===== config.mk =====
export PLATFORM = sky130hd
export DESIGN_NAME = sobel_top
export DESIGN_NICKNAME = d
export VERILOG_FILES = /design/src/design/sobel_pkg.sv /design/src/design/sobel_apb_regs.sv /design/src/design/sobel_window_fetch.sv /design/src/design/sobel_gradient.sv /design/src/design/sobel_edge_writer.sv /design/src/design/sobel_top.sv
export SDC_FILE = /design/constraint.sdc
export NUM_CORES = 1
export LEC_CHECK = 0
export BUFFER_PORTS_ARGS = -buffer_cell sky130_fd_sc_hd__buf_4
export CORE_UTILIZATION = 65
export CTS_CLUSTER_DIAMETER = 150
export CTS_CLUSTER_SIZE = 24
export DETAILED_ROUTE_END_ITERATION = 10
export PLACE_DENSITY = 0.92
export SLEW_MARGIN = 0
export SYNTH_ARGS = -nofsm -noshare
export SYNTH_HDL_FRONTEND = slang
export SYNTH_SLANG_ARGS = --single-unit

===== constraint.sdc =====
create_clock -name clk -period 8.88 [get_ports clk]
set_input_delay 1.776 -clock clk [delete_from_list [all_inputs] [get_ports clk]]
set_output_delay 1.776 -clock clk [all_outputs]
set_load 0.02 [all_outputs]

===== src/design/sobel_pkg.sv =====
package sobel_pkg;

    //////////////////////////////////////////////////
    // Pixel and datapath types
    //////////////////////////////////////////////////

    // RGB444, red in the top nibble
    typedef logic [11:0] rgb_t;

    typedef logic [3:0] luma_t;

    // Signed, -60 to 60 for a 4-bit luma
    typedef logic signed [7:0] grad_t;

    // Gx squared plus Gy squared, at most 7200
    typedef logic [12:0] mag_t;

    typedef logic [3:0] margin_t;

    //////////////////////////////////////////////////
    // APB register map
    //////////////////////////////////////////////////

    typedef logic [7:0] apb_addr_t;
    typedef logic [31:0] apb_data_t;

    // Bit 0 start, write one to pulse
    localparam apb_addr_t REG_CTRL       = 8'h00;
    localparam apb_addr_t REG_THRESH     = 8'h04;
    localparam apb_addr_t REG_MARGIN     = 8'h08;
    // Bit 0 busy, bit 1 done
    localparam apb_addr_t REG_STATUS     = 8'h0C;
    localparam apb_addr_t REG_EDGE_COUNT = 8'h10;

    localparam mag_t THRESH_RESET = 13'd3000;

endpackage


===== src/design/sobel_apb_regs.sv =====
`timescale 1ns/1ps

module sobel_apb_regs (
    input  logic                 clk,
    input  logic                 rst_n,
    input  logic                 psel,
    input  logic                 penable,
    input  logic                 pwrite,
    input  sobel_pkg::apb_addr_t paddr,
    input  sobel_pkg::apb_data_t pwdata,
    output sobel_pkg::apb_data_t prdata,
    output logic                 pready,
    output logic                 pslverr,
    input  logic                 frame_done,
    input  logic [31:0]          edge_count,
    output logic                 frame_start,
    output sobel_pkg::mag_t      threshold,
    output sobel_pkg::margin_t   margin
);

    import sobel_pkg::*;

    logic        busy;
    logic        done;
    logic [31:0] last_count;
    logic        access;
    logic        mapped;
    logic        cfg_addr;
    logic        wr_ok;
    logic        start_req;

    //////////////////////////////////////////////////
    // Decode
    //////////////////////////////////////////////////

    assign access   = psel && penable;
    assign pready   = 1'b1;
    assign mapped   = paddr inside {REG_CTRL, REG_THRESH, REG_MARGIN,
                                    REG_STATUS, REG_EDGE_COUNT};
    assign cfg_addr = paddr inside {REG_CTRL, REG_THRESH, REG_MARGIN};

    // Config writes are refused for the whole frame
    assign pslverr = access && (!mapped || (pwrite && busy && cfg_addr));

    assign wr_ok     = access && pwrite && !pslverr;
    assign start_req = wr_ok && (paddr == REG_CTRL) && pwdata[0];

    always_comb begin
        prdata = '0;
        case (paddr)
            REG_THRESH:     prdata = apb_data_t'(threshold);
            REG_MARGIN:     prdata = apb_data_t'(margin);
            REG_STATUS:     prdata = {30'd0, done, busy};
            REG_EDGE_COUNT: prdata = last_count;
            default:        prdata = '0;
        endcase
    end

    //////////////////////////////////////////////////
    // Configuration
    //////////////////////////////////////////////////

    always_ff @(posedge clk or negedge rst_n) begin
        if (!rst_n) begin
            threshold <= THRESH_RESET;
            margin    <= '0;
        end else if (wr_ok) begin
            if (paddr == REG_THRESH) begin
                threshold <= pwdata[$bits(mag_t)-1:0];
            end
            if (paddr == REG_MARGIN) begin
                margin <= pwdata[$bits(margin_t)-1:0];
            end
        end
    end

    //////////////////////////////////////////////////
    // Frame control and status
    //////////////////////////////////////////////////

    always_ff @(posedge clk or negedge rst_n) begin
        if (!rst_n) begin
            frame_start <= 1'b0;
            busy        <= 1'b0;
            done        <= 1'b0;
            last_count  <= '0;
        end else begin
            frame_start <= start_req;
            if (start_req) begin
                busy <= 1'b1;
                done <= 1'b0;
            end else if (frame_done) begin
                busy       <= 1'b0;
                done       <= 1'b1;
                last_count <= edge_count;
            end
        end
    end

endmodule


===== src/design/sobel_window_fetch.sv =====
`timescale 1ns/1ps

module sobel_window_fetch #(
    parameter int IMG_WIDTH  = 640,
    parameter int IMG_HEIGHT = 480,
    parameter int ADDR_W     = 19
) (
    input  logic              clk,
    input  logic              rst_n,
    input  logic              frame_start,
    output logic              src_rd_en,
    output logic [ADDR_W-1:0] src_addr,
    input  sobel_pkg::rgb_t   src_data,
    output logic              win_valid,
    output sobel_pkg::luma_t  w0,
    output sobel_pkg::luma_t  w1,
    output sobel_pkg::luma_t  w2,
    output sobel_pkg::luma_t  w3,
    output sobel_pkg::luma_t  w4,
    output sobel_pkg::luma_t  w5,
    output sobel_pkg::luma_t  w6,
    output sobel_pkg::luma_t  w7,
    output sobel_pkg::luma_t  w8,
    output logic [15:0]       win_x,
    output logic [15:0]       win_y
);

    import sobel_pkg::*;

    typedef enum logic [1:0] {
        IDLE,
        READ,
        DRAIN
    } fetch_state_e;

    localparam logic [ADDR_W-1:0] ROW    = ADDR_W'(IMG_WIDTH);
    localparam logic [ADDR_W-1:0] ONE    = ADDR_W'(1);
    localparam logic [15:0]       X_LAST = 16'(IMG_WIDTH - 2);
    localparam logic [15:0]       Y_LAST = 16'(IMG_HEIGHT - 2);

    fetch_state_e      state;
    logic [3:0]        tap;
    logic [15:0]       cx;
    logic [15:0]       cy;
    logic [ADDR_W-1:0] ctr_addr;
    logic              rd_vld;
    logic [3:0]        rd_tap;
    logic [15:0]       rd_x;
    logic [15:0]       rd_y;
    luma_t             luma;
    luma_t             win [0:8];

    //////////////////////////////////////////////////
    // Centre scan
    //////////////////////////////////////////////////

    always_ff @(posedge clk or negedge rst_n) begin
        if (!rst_n) begin
            state    <= IDLE;
            tap      <= '0;
            cx       <= '0;
            cy       <= '0;
            ctr_addr <= '0;
        end else begin
            case (state)
                IDLE: begin
                    if (frame_start) begin
                        state    <= READ;
                        tap      <= '0;
                        cx       <= 16'd1;
                        cy       <= 16'd1;
                        ctr_addr <= ROW + ONE;
                    end
                end
                READ: begin
                    if (tap == 4'd8) begin
                        tap <= '0;
                        if (cx == X_LAST) begin
                            // Skip the right and left border pixels
                            cx       <= 16'd1;
                            cy       <= cy + 16'd1;
                            ctr_addr <= ctr_addr + ADDR_W'(3);
                            if (cy == Y_LAST) begin
                                state <= DRAIN;
                            end
                        end else begin
                            cx       <= cx + 16'd1;
                            ctr_addr <= ctr_addr + ONE;
                        end
                    end else begin
                        tap <= tap + 4'd1;
                    end
                end
                DRAIN: begin
                    if (rd_vld && rd_tap == 4'd8) begin
                        state <= IDLE;
                    end
                end
                default: state <= IDLE;
            endcase
        end
    end

    assign src_rd_en = (state == READ);

    // Row-major tap order around the centre
    always_comb begin
        case (tap)
            4'd0:    src_addr = ctr_addr - ROW - ONE;
            4'd1:    src_addr = ctr_addr - ROW;
            4'd2:    src_addr = ctr_addr - ROW + ONE;
            4'd3:    src_addr = ctr_addr - ONE;
            4'd4:    src_addr = ctr_addr;
            4'd5:    src_addr = ctr_addr + ONE;
            4'd6:    src_addr = ctr_addr + ROW - ONE;
            4'd7:    src_addr = ctr_addr + ROW;
            default: src_addr = ctr_addr + ROW + ONE;
        endcase
    end

    //////////////////////////////////////////////////
    // Returning pixels
    //////////////////////////////////////////////////

    assign luma = (src_data[11:8] >> 2) + (src_data[7:4] >> 1)
                + (src_data[7:4] >> 3) + (src_data[3:0] >> 3);

    always_ff @(posedge clk or negedge rst_n) begin
        if (!rst_n) begin
            rd_vld    <= 1'b0;
            rd_tap    <= '0;
            win_valid <= 1'b0;
        end else begin
            rd_vld    <= src_rd_en;
            win_valid <= rd_vld && (rd_tap == 4'd8);
            if (src_rd_en) begin
                rd_tap <= tap;
            end
        end
    end

    always_ff @(posedge clk) begin
        if (src_rd_en) begin
            rd_x <= cx;
            rd_y <= cy;
        end
        if (rd_vld) begin
            win[rd_tap] <= luma;
            if (rd_tap == 4'd8) begin
                win_x <= rd_x;
                win_y <= rd_y;
            end
        end
    end

    assign w0 = win[0];
    assign w1 = win[1];
    assign w2 = win[2];
    assign w3 = win[3];
    assign w4 = win[4];
    assign w5 = win[5];
    assign w6 = win[6];
    assign w7 = win[7];
    assign w8 = win[8];

endmodule


===== src/design/sobel_gradient.sv =====
`timescale 1ns/1ps

module sobel_gradient (
    input  logic             clk,
    input  logic             rst_n,
    input  logic             win_valid,
    input  sobel_pkg::luma_t w0,
    input  sobel_pkg::luma_t w1,
    input  sobel_pkg::luma_t w2,
    input  sobel_pkg::luma_t w3,
    input  sobel_pkg::luma_t w4,
    input  sobel_pkg::luma_t w5,
    input  sobel_pkg::luma_t w6,
    input  sobel_pkg::luma_t w7,
    input  sobel_pkg::luma_t w8,
    input  logic [15:0]      win_x,
    input  logic [15:0]      win_y,
    output logic             mag_valid,
    output sobel_pkg::mag_t  mag,
    output logic [15:0]      mag_x,
    output logic [15:0]      mag_y
);

    import sobel_pkg::*;

    logic [7:0]         left;
    logic [7:0]         right;
    logic [7:0]         top;
    logic [7:0]         bottom;
    grad_t              gx;
    grad_t              gy;
    logic               grad_valid;
    logic [15:0]        grad_x;
    logic [15:0]        grad_y;
    logic signed [15:0] gx_sq;
    logic signed [15:0] gy_sq;

    // Weighted column and row sums, 1 2 1
    // The centre pixel w4 carries no weight in either kernel
    always_comb begin
        left   = {4'd0, w0} + {3'd0, w3, 1'b0} + {4'd0, w6};
        right  = {4'd0, w2} + {3'd0, w5, 1'b0} + {4'd0, w8};
        top    = {4'd0, w0} + {3'd0, w1, 1'b0} + {4'd0, w2};
        bottom = {4'd0, w6} + {3'd0, w7, 1'b0} + {4'd0, w8};
    end

    assign gx_sq = gx * gx;
    assign gy_sq = gy * gy;

    //////////////////////////////////////////////////
    // Valid pipe
    //////////////////////////////////////////////////

    always_ff @(posedge clk or negedge rst_n) begin
        if (!rst_n) begin
            grad_valid <= 1'b0;
            mag_valid  <= 1'b0;
        end else begin
            grad_valid <= win_valid;
            mag_valid  <= grad_valid;
        end
    end

    // Stage 1 gradients, stage 2 sum of squares
    always_ff @(posedge clk) begin
        gx     <= grad_t'(left - right);
        gy     <= grad_t'(top - bottom);
        grad_x <= win_x;
        grad_y <= win_y;
        mag    <= gx_sq[12:0] + gy_sq[12:0];
        mag_x  <= grad_x;
        mag_y  <= grad_y;
    end

endmodule


===== src/design/sobel_edge_writer.sv =====
`timescale 1ns/1ps

module sobel_edge_writer #(
    parameter int IMG_WIDTH  = 640,
    parameter int IMG_HEIGHT = 480,
    parameter int ADDR_W     = 19
) (
    input  logic               clk,
    input  logic               rst_n,
    input  logic               frame_start,
    input  logic               mag_valid,
    input  sobel_pkg::mag_t    mag,
    input  logic [15:0]        mag_x,
    input  logic [15:0]        mag_y,
    input  sobel_pkg::mag_t    threshold,
    input  sobel_pkg::margin_t margin,
    output logic               edge_we,
    output logic [ADDR_W-1:0]  edge_addr,
    output logic               edge_bit,
    output logic               frame_done,
    output logic [31:0]        edge_count
);

    import sobel_pkg::*;

    localparam logic [15:0] X_MAX  = 16'(IMG_WIDTH - 1);
    localparam logic [15:0] Y_MAX  = 16'(IMG_HEIGHT - 1);
    localparam logic [15:0] X_LAST = 16'(IMG_WIDTH - 2);
    localparam logic [15:0] Y_LAST = 16'(IMG_HEIGHT - 2);

    logic [15:0] m16;
    logic [15:0] x_hi;
    logic [15:0] y_hi;
    logic        in_margin;
    logic        is_edge;
    logic        is_last;
    logic        last_wr;

    //////////////////////////////////////////////////
    // Threshold and border mask
    //////////////////////////////////////////////////

    assign m16  = {12'd0, margin};
    assign x_hi = X_MAX - m16;
    assign y_hi = Y_MAX - m16;

    assign in_margin = (mag_x < m16) || (mag_x > x_hi)
                    || (mag_y < m16) || (mag_y > y_hi);
    assign is_edge   = (mag > threshold) && !in_margin;
    assign is_last   = (mag_x == X_LAST) && (mag_y == Y_LAST);

    always_ff @(posedge clk) begin
        if (mag_valid) begin
            edge_addr <= ADDR_W'(mag_y * IMG_WIDTH + mag_x);
            edge_bit  <= is_edge;
        end
    end

    //////////////////////////////////////////////////
    // Write strobe, count, end of frame
    //////////////////////////////////////////////////

    always_ff @(posedge clk or negedge rst_n) begin
        if (!rst_n) begin
            edge_we    <= 1'b0;
            last_wr    <= 1'b0;
            frame_done <= 1'b0;
            edge_count <= '0;
        end else begin
            edge_we    <= mag_valid;
            last_wr    <= mag_valid && is_last;
            // One cycle after the last write
            frame_done <= last_wr;
            if (frame_start) begin
                edge_count <= '0;
            end else if (edge_we && edge_bit) begin
                edge_count <= edge_count + 32'd1;
            end
        end
    end

endmodule


===== src/design/sobel_top.sv =====
`timescale 1ns/1ps

module sobel_top #(
    parameter int IMG_WIDTH  = 640,
    parameter int IMG_HEIGHT = 480,
    parameter int ADDR_W     = 19
) (
    input  logic                 clk,
    input  logic                 rst_n,
    input  logic                 psel,
    input  logic                 penable,
    input  logic                 pwrite,
    input  sobel_pkg::apb_addr_t paddr,
    input  sobel_pkg::apb_data_t pwdata,
    output sobel_pkg::apb_data_t prdata,
    output logic                 pready,
    output logic                 pslverr,
    output logic                 src_rd_en,
    output logic [ADDR_W-1:0]    src_addr,
    input  sobel_pkg::rgb_t      src_data,
    output logic                 edge_we,
    output logic [ADDR_W-1:0]    edge_addr,
    output logic                 edge_bit
);

    import sobel_pkg::*;

    logic        frame_start;
    logic        frame_done;
    logic [31:0] edge_count;
    mag_t        threshold;
    margin_t     margin;
    logic        win_valid;
    luma_t       w0, w1, w2, w3, w4, w5, w6, w7, w8;
    logic [15:0] win_x;
    logic [15:0] win_y;
    logic        mag_valid;
    mag_t        mag;
    logic [15:0] mag_x;
    logic [15:0] mag_y;

    //////////////////////////////////////////////////
    // Register block
    //////////////////////////////////////////////////

    sobel_apb_regs u_apb_regs (
        .clk         (clk),
        .rst_n       (rst_n),
        .psel        (psel),
        .penable     (penable),
        .pwrite      (pwrite),
        .paddr       (paddr),
        .pwdata      (pwdata),
        .prdata      (prdata),
        .pready      (pready),
        .pslverr     (pslverr),
        .frame_done  (frame_done),
        .edge_count  (edge_count),
        .frame_start (frame_start),
        .threshold   (threshold),
        .margin      (margin)
    );

    //////////////////////////////////////////////////
    // Datapath
    //////////////////////////////////////////////////

    sobel_window_fetch #(
        .IMG_WIDTH  (IMG_WIDTH),
        .IMG_HEIGHT (IMG_HEIGHT),
        .ADDR_W     (ADDR_W)
    ) u_window_fetch (
        .clk         (clk),
        .rst_n       (rst_n),
        .frame_start (frame_start),
        .src_rd_en   (src_rd_en),
        .src_addr    (src_addr),
        .src_data    (src_data),
        .win_valid   (win_valid),
        .w0          (w0),
        .w1          (w1),
        .w2          (w2),
        .w3          (w3),
        .w4          (w4),
        .w5          (w5),
        .w6          (w6),
        .w7          (w7),
        .w8          (w8),
        .win_x       (win_x),
        .win_y       (win_y)
    );

    sobel_gradient u_gradient (
        .clk       (clk),
        .rst_n     (rst_n),
        .win_valid (win_valid),
        .w0        (w0),
        .w1        (w1),
        .w2        (w2),
        .w3        (w3),
        .w4        (w4),
        .w5        (w5),
        .w6        (w6),
        .w7        (w7),
        .w8        (w8),
        .win_x     (win_x),
        .win_y     (win_y),
        .mag_valid (mag_valid),
        .mag       (mag),
        .mag_x     (mag_x),
        .mag_y     (mag_y)
    );

    sobel_edge_writer #(
        .IMG_WIDTH  (IMG_WIDTH),
        .IMG_HEIGHT (IMG_HEIGHT),
        .ADDR_W     (ADDR_W)
    ) u_edge_writer (
        .clk         (clk),
        .rst_n       (rst_n),
        .frame_start (frame_start),
        .mag_valid   (mag_valid),
        .mag         (mag),
        .mag_x       (mag_x),
        .mag_y       (mag_y),
        .threshold   (threshold),
        .margin      (margin),
        .edge_we     (edge_we),
        .edge_addr   (edge_addr),
        .edge_bit    (edge_bit),
        .frame_done  (frame_done),
        .edge_count  (edge_count)
    );

endmodule


Word level (Yosys, flattened, before mapping)
Memory sizes are Yosys's and may differ from the RTL's.
Index checks and enable logic that the tools add are counted.

operators by class
  muxes and demuxes = 30
  order comparisons = 5
  multiply operators = 3
  bitwise gates (word level) = 1
  add/subtract/negate cells = 30
  equal/unequal tests = 24
  reductions and logical operators = 36

operators by type and width
  cell                      number
  $pmux W19 S8              1
  $pmux W32 S4              1
  $mux W16                  5
  $mux W32                  2
  $pmux W16 S2              2
  $add A19 B1 Y19 const B   3
  $mux W19                  3
  $sub A19 B1 Y19 const B   3
  $pmux W19 S2              1
  $add A16 B1 Y16 const B   2
  $add A32 B1 Y32 const B   1
  $add A8 B4 Y8             4
  $eq A16 B10 Y1 const B    2
  $eq A16 B9 Y1 const B     2
  $gt A16 B16 Y1            2
  $lt A16 B4 Y1             2
  $mul A8 B8 Y13            2
  $add A4 B5 Y6             4
  $add A19 B10 Y19 const B  1
  $add A19 B16 Y19          1
  $add A19 B2 Y19 const B   1
  $sub A19 B10 Y19 const B  1
  $eq A4 B3 Y1 const B      4
  $eq A8 B4 Y1 const B      2
  other kinds (37)          77

word-level totals
  logic and storage cells = 163
  register bits after elaboration = 329
  bits in writable memories = 36
  memories = 1
  output and inout bits = 75
  input bits = 57

memory list
  name                depth  bits a word  read ports  clocked after Yosys merged registers in  wr ports  RTL line                  RTL
  u_window_fetch.win  9      4            8           0                                        1         sobel_window_fetch.sv:51  luma_t win [0:8];

Depth between registers and ports, before layout
  depth in word-level cells = 11
  depth in mapped cells = 21
  gate-level depth less buffers = 20

Cells and area by module
From an unflattened synthesis, not the netlist that was laid out.

second synthesis, totals
  cells, all modules = 2274
  area total of the unflattened synthesis = 23181.0 um2

by module, submodules not included
  module              sequential area each (um2)  cells an instance  instances  area an instance (um2)
  sobel_window_fetch  4579.4                      1007               1          9754.4
  sobel_gradient      1911.8                      568                1          6531.3
  sobel_edge_writer   1476.4                      405                1          3900.0
  sobel_apb_regs      1310.0                      294                1          2995.4

Least setup slack after synthesis
No wires, ideal clock.

  path kind = input-to-output
  from = in paddr[0]
  to = out prdata[1]
  slack = 3.616 ns
  buffers on the path = 2
  data required time = 7.104 ns
  arrival = 3.488 ns
  cell stages on the path = 7
  path through = or4_1 > nor3_1 > and3b_1 > clkbuf_1 > clkbuf_1 > a22oi_1 > o21ai_0

on the way
  cells in the longest elaborated chain, start to end = 2
  elaborated cells between the ends (all ways) = 5
  those cells by class = 4 x eq/ne; 1 x mux

ends and longest elaborated chain
  item                                        RTL line              RTL
  start: declaration                          sobel_top.sv:13       input sobel_pkg::apb_addr_t paddr,
  $eq A8 B5 Y1, or another cell as far along  sobel_apb_regs.sv:50  case (paddr)
  $pmux W32 S4 *                              sobel_apb_regs.sv:50
  end: declaration                            sobel_top.sv:15       output sobel_pkg::apb_data_t prdata,

Every way passes the cells marked *; elsewhere a longest branch is shown, timed or not.

Worst setup path in the final report
  from = reg u_window_fetch.tap[0]
  to = out src_addr[16]

on the way
  cells in the longest elaborated chain, start to end = 2
  elaborated cells between the ends (all ways) = 9
  those cells by class = 7 x eq/ne; 1 x mux; 1 x reduce/logical

ends and longest elaborated chain
  item                                        RTL line                   RTL
  start: declaration                          sobel_window_fetch.sv:42   logic [3:0] tap;
  start signal: assignment                    sobel_window_fetch.sv:91   tap <= tap + 4'd1;
  $eq A4 B3 Y1, or another cell as far along  sobel_window_fetch.sv:108  case (tap)
  $pmux W19 S8 *                              sobel_window_fetch.sv:108
  end: declaration                            sobel_top.sv:19            output logic [ADDR_W-1:0] src_addr,

Marks and branches as above.

==> results.md <==
* Final setup violation count at 0
* Logic depth of the worst path, buffers included at 14
* Weighted congestion reported at the end of routability-driven placement at 0.9534
* Cell family with the largest share of critical-path delay: compound AO/OA/AOI/OAI gates
* Share of the synthesized netlist area taken by xor and xnor gates at 7.138%
* Highest ir drop seen on vdd at 0.1276 mV
* Row Count at 67
* Residual DRC at 0
* Combined buffer and inverter count along the critical path at 3
* GRT met1 Usage at 37.82%
* Total detailed-routing wirelength at 52.05 mm
* DR iter-0 viols at 1529
* Core region area at 0.03387 mm^2
* Count of vias placed by the detailed router at 16847
* Longest Clk Path Bufs at 3
* Total power divided by cell area at 111.2 mW/mm^2
* Area grow syn2layout at 7.188%
* Buffer type at the clock tree root: clkbuf_16
* Clock edge transition at the registers on the reported setup and hold paths at 0.09 ns
* Slowest cell on the critical path: inv_1
* Final layout net count at 2594
* Highest Clock Rate at 153.9 MHz
* Maximum number of pins on one net before global-route repair at 90
* # Max-Cap Violations at 0
* First drt pass iteration count at 6
* # resized after CTS at 0
* Sinks on the clock net at 360
* Power, Total at 0.002690 W
* Hold buffer count at CTS at 0
* Worst-path maximum fanout at 17
* EDFF count, synth at 116
* Final Hold Violating Endpoints at 0
* Post-DP HPWL at 39.07 mm
* Tightest Pin Transition at 1.211 ns
* Critical Path RT at 7.10 ns
* Cells along the critical path: inv_1 > ha_1 > nand3b_1 > inv_1 > ha_1 > nor2b_1 > o31a_1 > o41ai_1 > nand2_1 > a21oi_1 > a21oi_1 > xnor2_1 > a22oi_1 > buf_4
* Share of synthesized registers carrying an async set or reset at 42.22%
* Status: completed
* Basic-gate share of the synthesized area counting and, or, nand and nor cells at 14.25%
* FF+latch count, synth at 360
* Post-Synthesis Cell Area at 0.02258 mm^2
* Final cycle utilization of the critical path at 73.17%
* Register-to-Register Path Depth at 18
* Layer with the highest usage: met2
* Final clock skew at 0.01002 ns
* Dominant cells by area after synthesis: dfrtp_1 16%, edfxtp_1 15%, fa_1 9.8%
* Vias per inst at 6.196
* Port Buffers at 105
* Fin Setup TNS at 0 ns
* Share of cells above drive strength 1 at 9.555%
* Final-report max-slew violation count at 0
* Reg2Reg Launch Point: u_gradient.gx[0]
* Most instantiated cells after synthesis: 207 x inv_1, 168 x ha_1, 166 x nor2_1, 148 x nand2_1, 145 x dfrtp_1
* Area fraction in compound gates after synthesis at 11.36%
* Classification of the worst-slack hold path: reg2reg
* Number of CTS-inserted buffers at 18
* Share of the synthesized area in the top cell type at 16.07%
* Pleak at 10.69 nW
* Final antenna-violating net count at 0
* Slowest cell delay on critical path at 0.58 ns
* Most frequent cell after synthesis: inv_1
* Unrepaired setup endpoints after global routing: no
* Sum of overflow across all layers after global routing at 0
* Initial antenna violation count at 0
* Launch point of the worst path: u_window_fetch.tap[0]
* Number of warnings reported in the yosys synthesis log at 0
* Average cell area after synthesis at 10.22 um^2
* Horizontal die dimension at 188.4 um
* Clock Latency Late Sink at 0.51 ns
* Global-route wire length before repair at 86.24 mm
* Startpoint types: flip-flop
* Setup crit end kind: output pin
* Combinational family with the most area after synthesis: adder cells
* Vias in the first global route at 17297
* Wire per inst at 19.14 um
* Number of distinct standard cells referenced by the synthesized netlist at 83
* Number of fill cells at 2170
* Gate count of the mapped netlist at 2209
* Adder-cell share of the synthesized area at 19.11%
* CTS tree: built
* Sequential cell area fraction in the yosys report at 40.47%
* Count of buffers added by post-CTS timing repair for setup at 0
* Minimum period implied by the final worst setup slack at 6.497 ns
* Multiplexer share of the synthesized area at 2.699%
* Arrival time of the worst setup path at 4.72 ns
* Worst hold margin at 0.3329 ns
* Height of the die at 188.4 um
* Biggest area consumer among synthesized cells: dfrtp_1
* Post-Syn Nets at 2544
* Relative slew slack at 18.51%
* Critical hold path startpoint: u_gradient.grad_y[1]
* Number of top-level pins at 132
* Area enclosed by the die boundary at 0.03549 mm^2
* Initial standard-cell utilization of the core at 66.67%
* Kind of critical path: reg2out
* Fraction of met3 tracks used by global routing at 2.999%
* Diodes inserted at 0
* Worst hold path stage count at 0
* GRT Overall Usage at 29.87%
* M2 GR Usage at 53.56%
* Depth of the CTS H-tree at 1
* Main synth FF type: dfrtp_1
-- cell type report --
type / count / area [um^2] / share of cell area, %
multi-input combinational: 1557 / 12330 / 50.97
sequential: 360 / 9138 / 37.76
timing repair buffer: 115 / 867.1 / 3.583
inverter: 207 / 777.0 / 3.211
tap: 448 / 560.5 / 2.316
clock buffer: 32 / 524.3 / 2.166
-- per-layer routing --
| metal | vias up | share of wire, % |
|---|---|---|
| li1 | 7757 | - |
| met1 | 8167 | 40 |
| met2 | 761 | 51 |
| met3 | 162 | 6.4 |
| met4 | 0 | 3.3 |
| met5 | - | 0 |
-- final timing paths --
kind / slack [ns] / endpoint
max: 2.38 / src_addr[16]
min: 0.33 / u_gradient.mag_y[1]
max reg2reg: 3.05 / u_gradient.mag[12]
min reg2reg: 0.33 / u_gradient.mag_y[1]
max in group asynchronous: 6.23 / u_window_fetch.cx[7]
min in group asynchronous: 1.30 / u_apb_regs.last_count[30]
-- flip-flops by register name, indices dropped and copies added, names as in the netlist, 7 cells and up --
register and count:
u_window_fetch.win_x 16, u_edge_writer.edge_count 32, u_window_fetch.rd_y 16, u_edge_writer.edge_addr 19
u_gradient.grad_x 16, u_gradient.gx 8, u_gradient.mag_x 16, u_window_fetch.win_y 16
u_window_fetch.ctr_addr 19, u_window_fetch.cx 16, u_gradient.gy 7, u_gradient.grad_y 16
u_gradient.mag_y 16, u_window_fetch.cy 16, u_apb_regs.last_count 32, u_gradient.mag 13
u_window_fetch.rd_x 16, u_window_fetch.win 32, u_apb_regs.threshold 13
-- through the flow --
step           cell area [um^2]  worst slack, ns  cells  utilization, %
5_1_grt                   24200            2.101   2719           71.46
3_5_place_dp              23680            2.925   2687           69.91
3_3_place_gp              23680            3.045   2687           69.91
6_report                  24200            2.383   2719           71.46
2_1_floorplan             22580            3.616   2209               -
4_1_cts                   24200            2.345   2719           71.46
-- cell usage in the layout (no fill, tap or decap), types with 92 or more instances in the layout --
master,netlist,routed
ha_1,168,168
nor2_1,166,166
inv_1,207,207
fa_1,110,110
buf_4,1,114
dfrtp_1,145,145
xnor2_1,105,105
a21oi_1,104,104
dfxtp_1,92,92
edfxtp_1,116,116
o21ai_0,105,105
nand2_1,148,148
-- power breakdown --
group          leakage [nW]  switching (W)  internal [W]
registers              3.72     0.00000154       0.00171
logic                  6.71      0.0000518     0.0000302
clock network         0.249       0.000491      0.000406
total                  10.7       0.000544       0.00215
-- cell families (layout without fill, tap and decap cells) --
logic type      Yosys count  after routing
fa+ha+maj               279            279
simple gates            638            638
compound gates          400            400
buf+inv                 292            354
other cells               1              1
xor+xnor                184            184
mux                      55             55
flops                   360            360
Note: power is estimated with default switching activity, not from simulation.
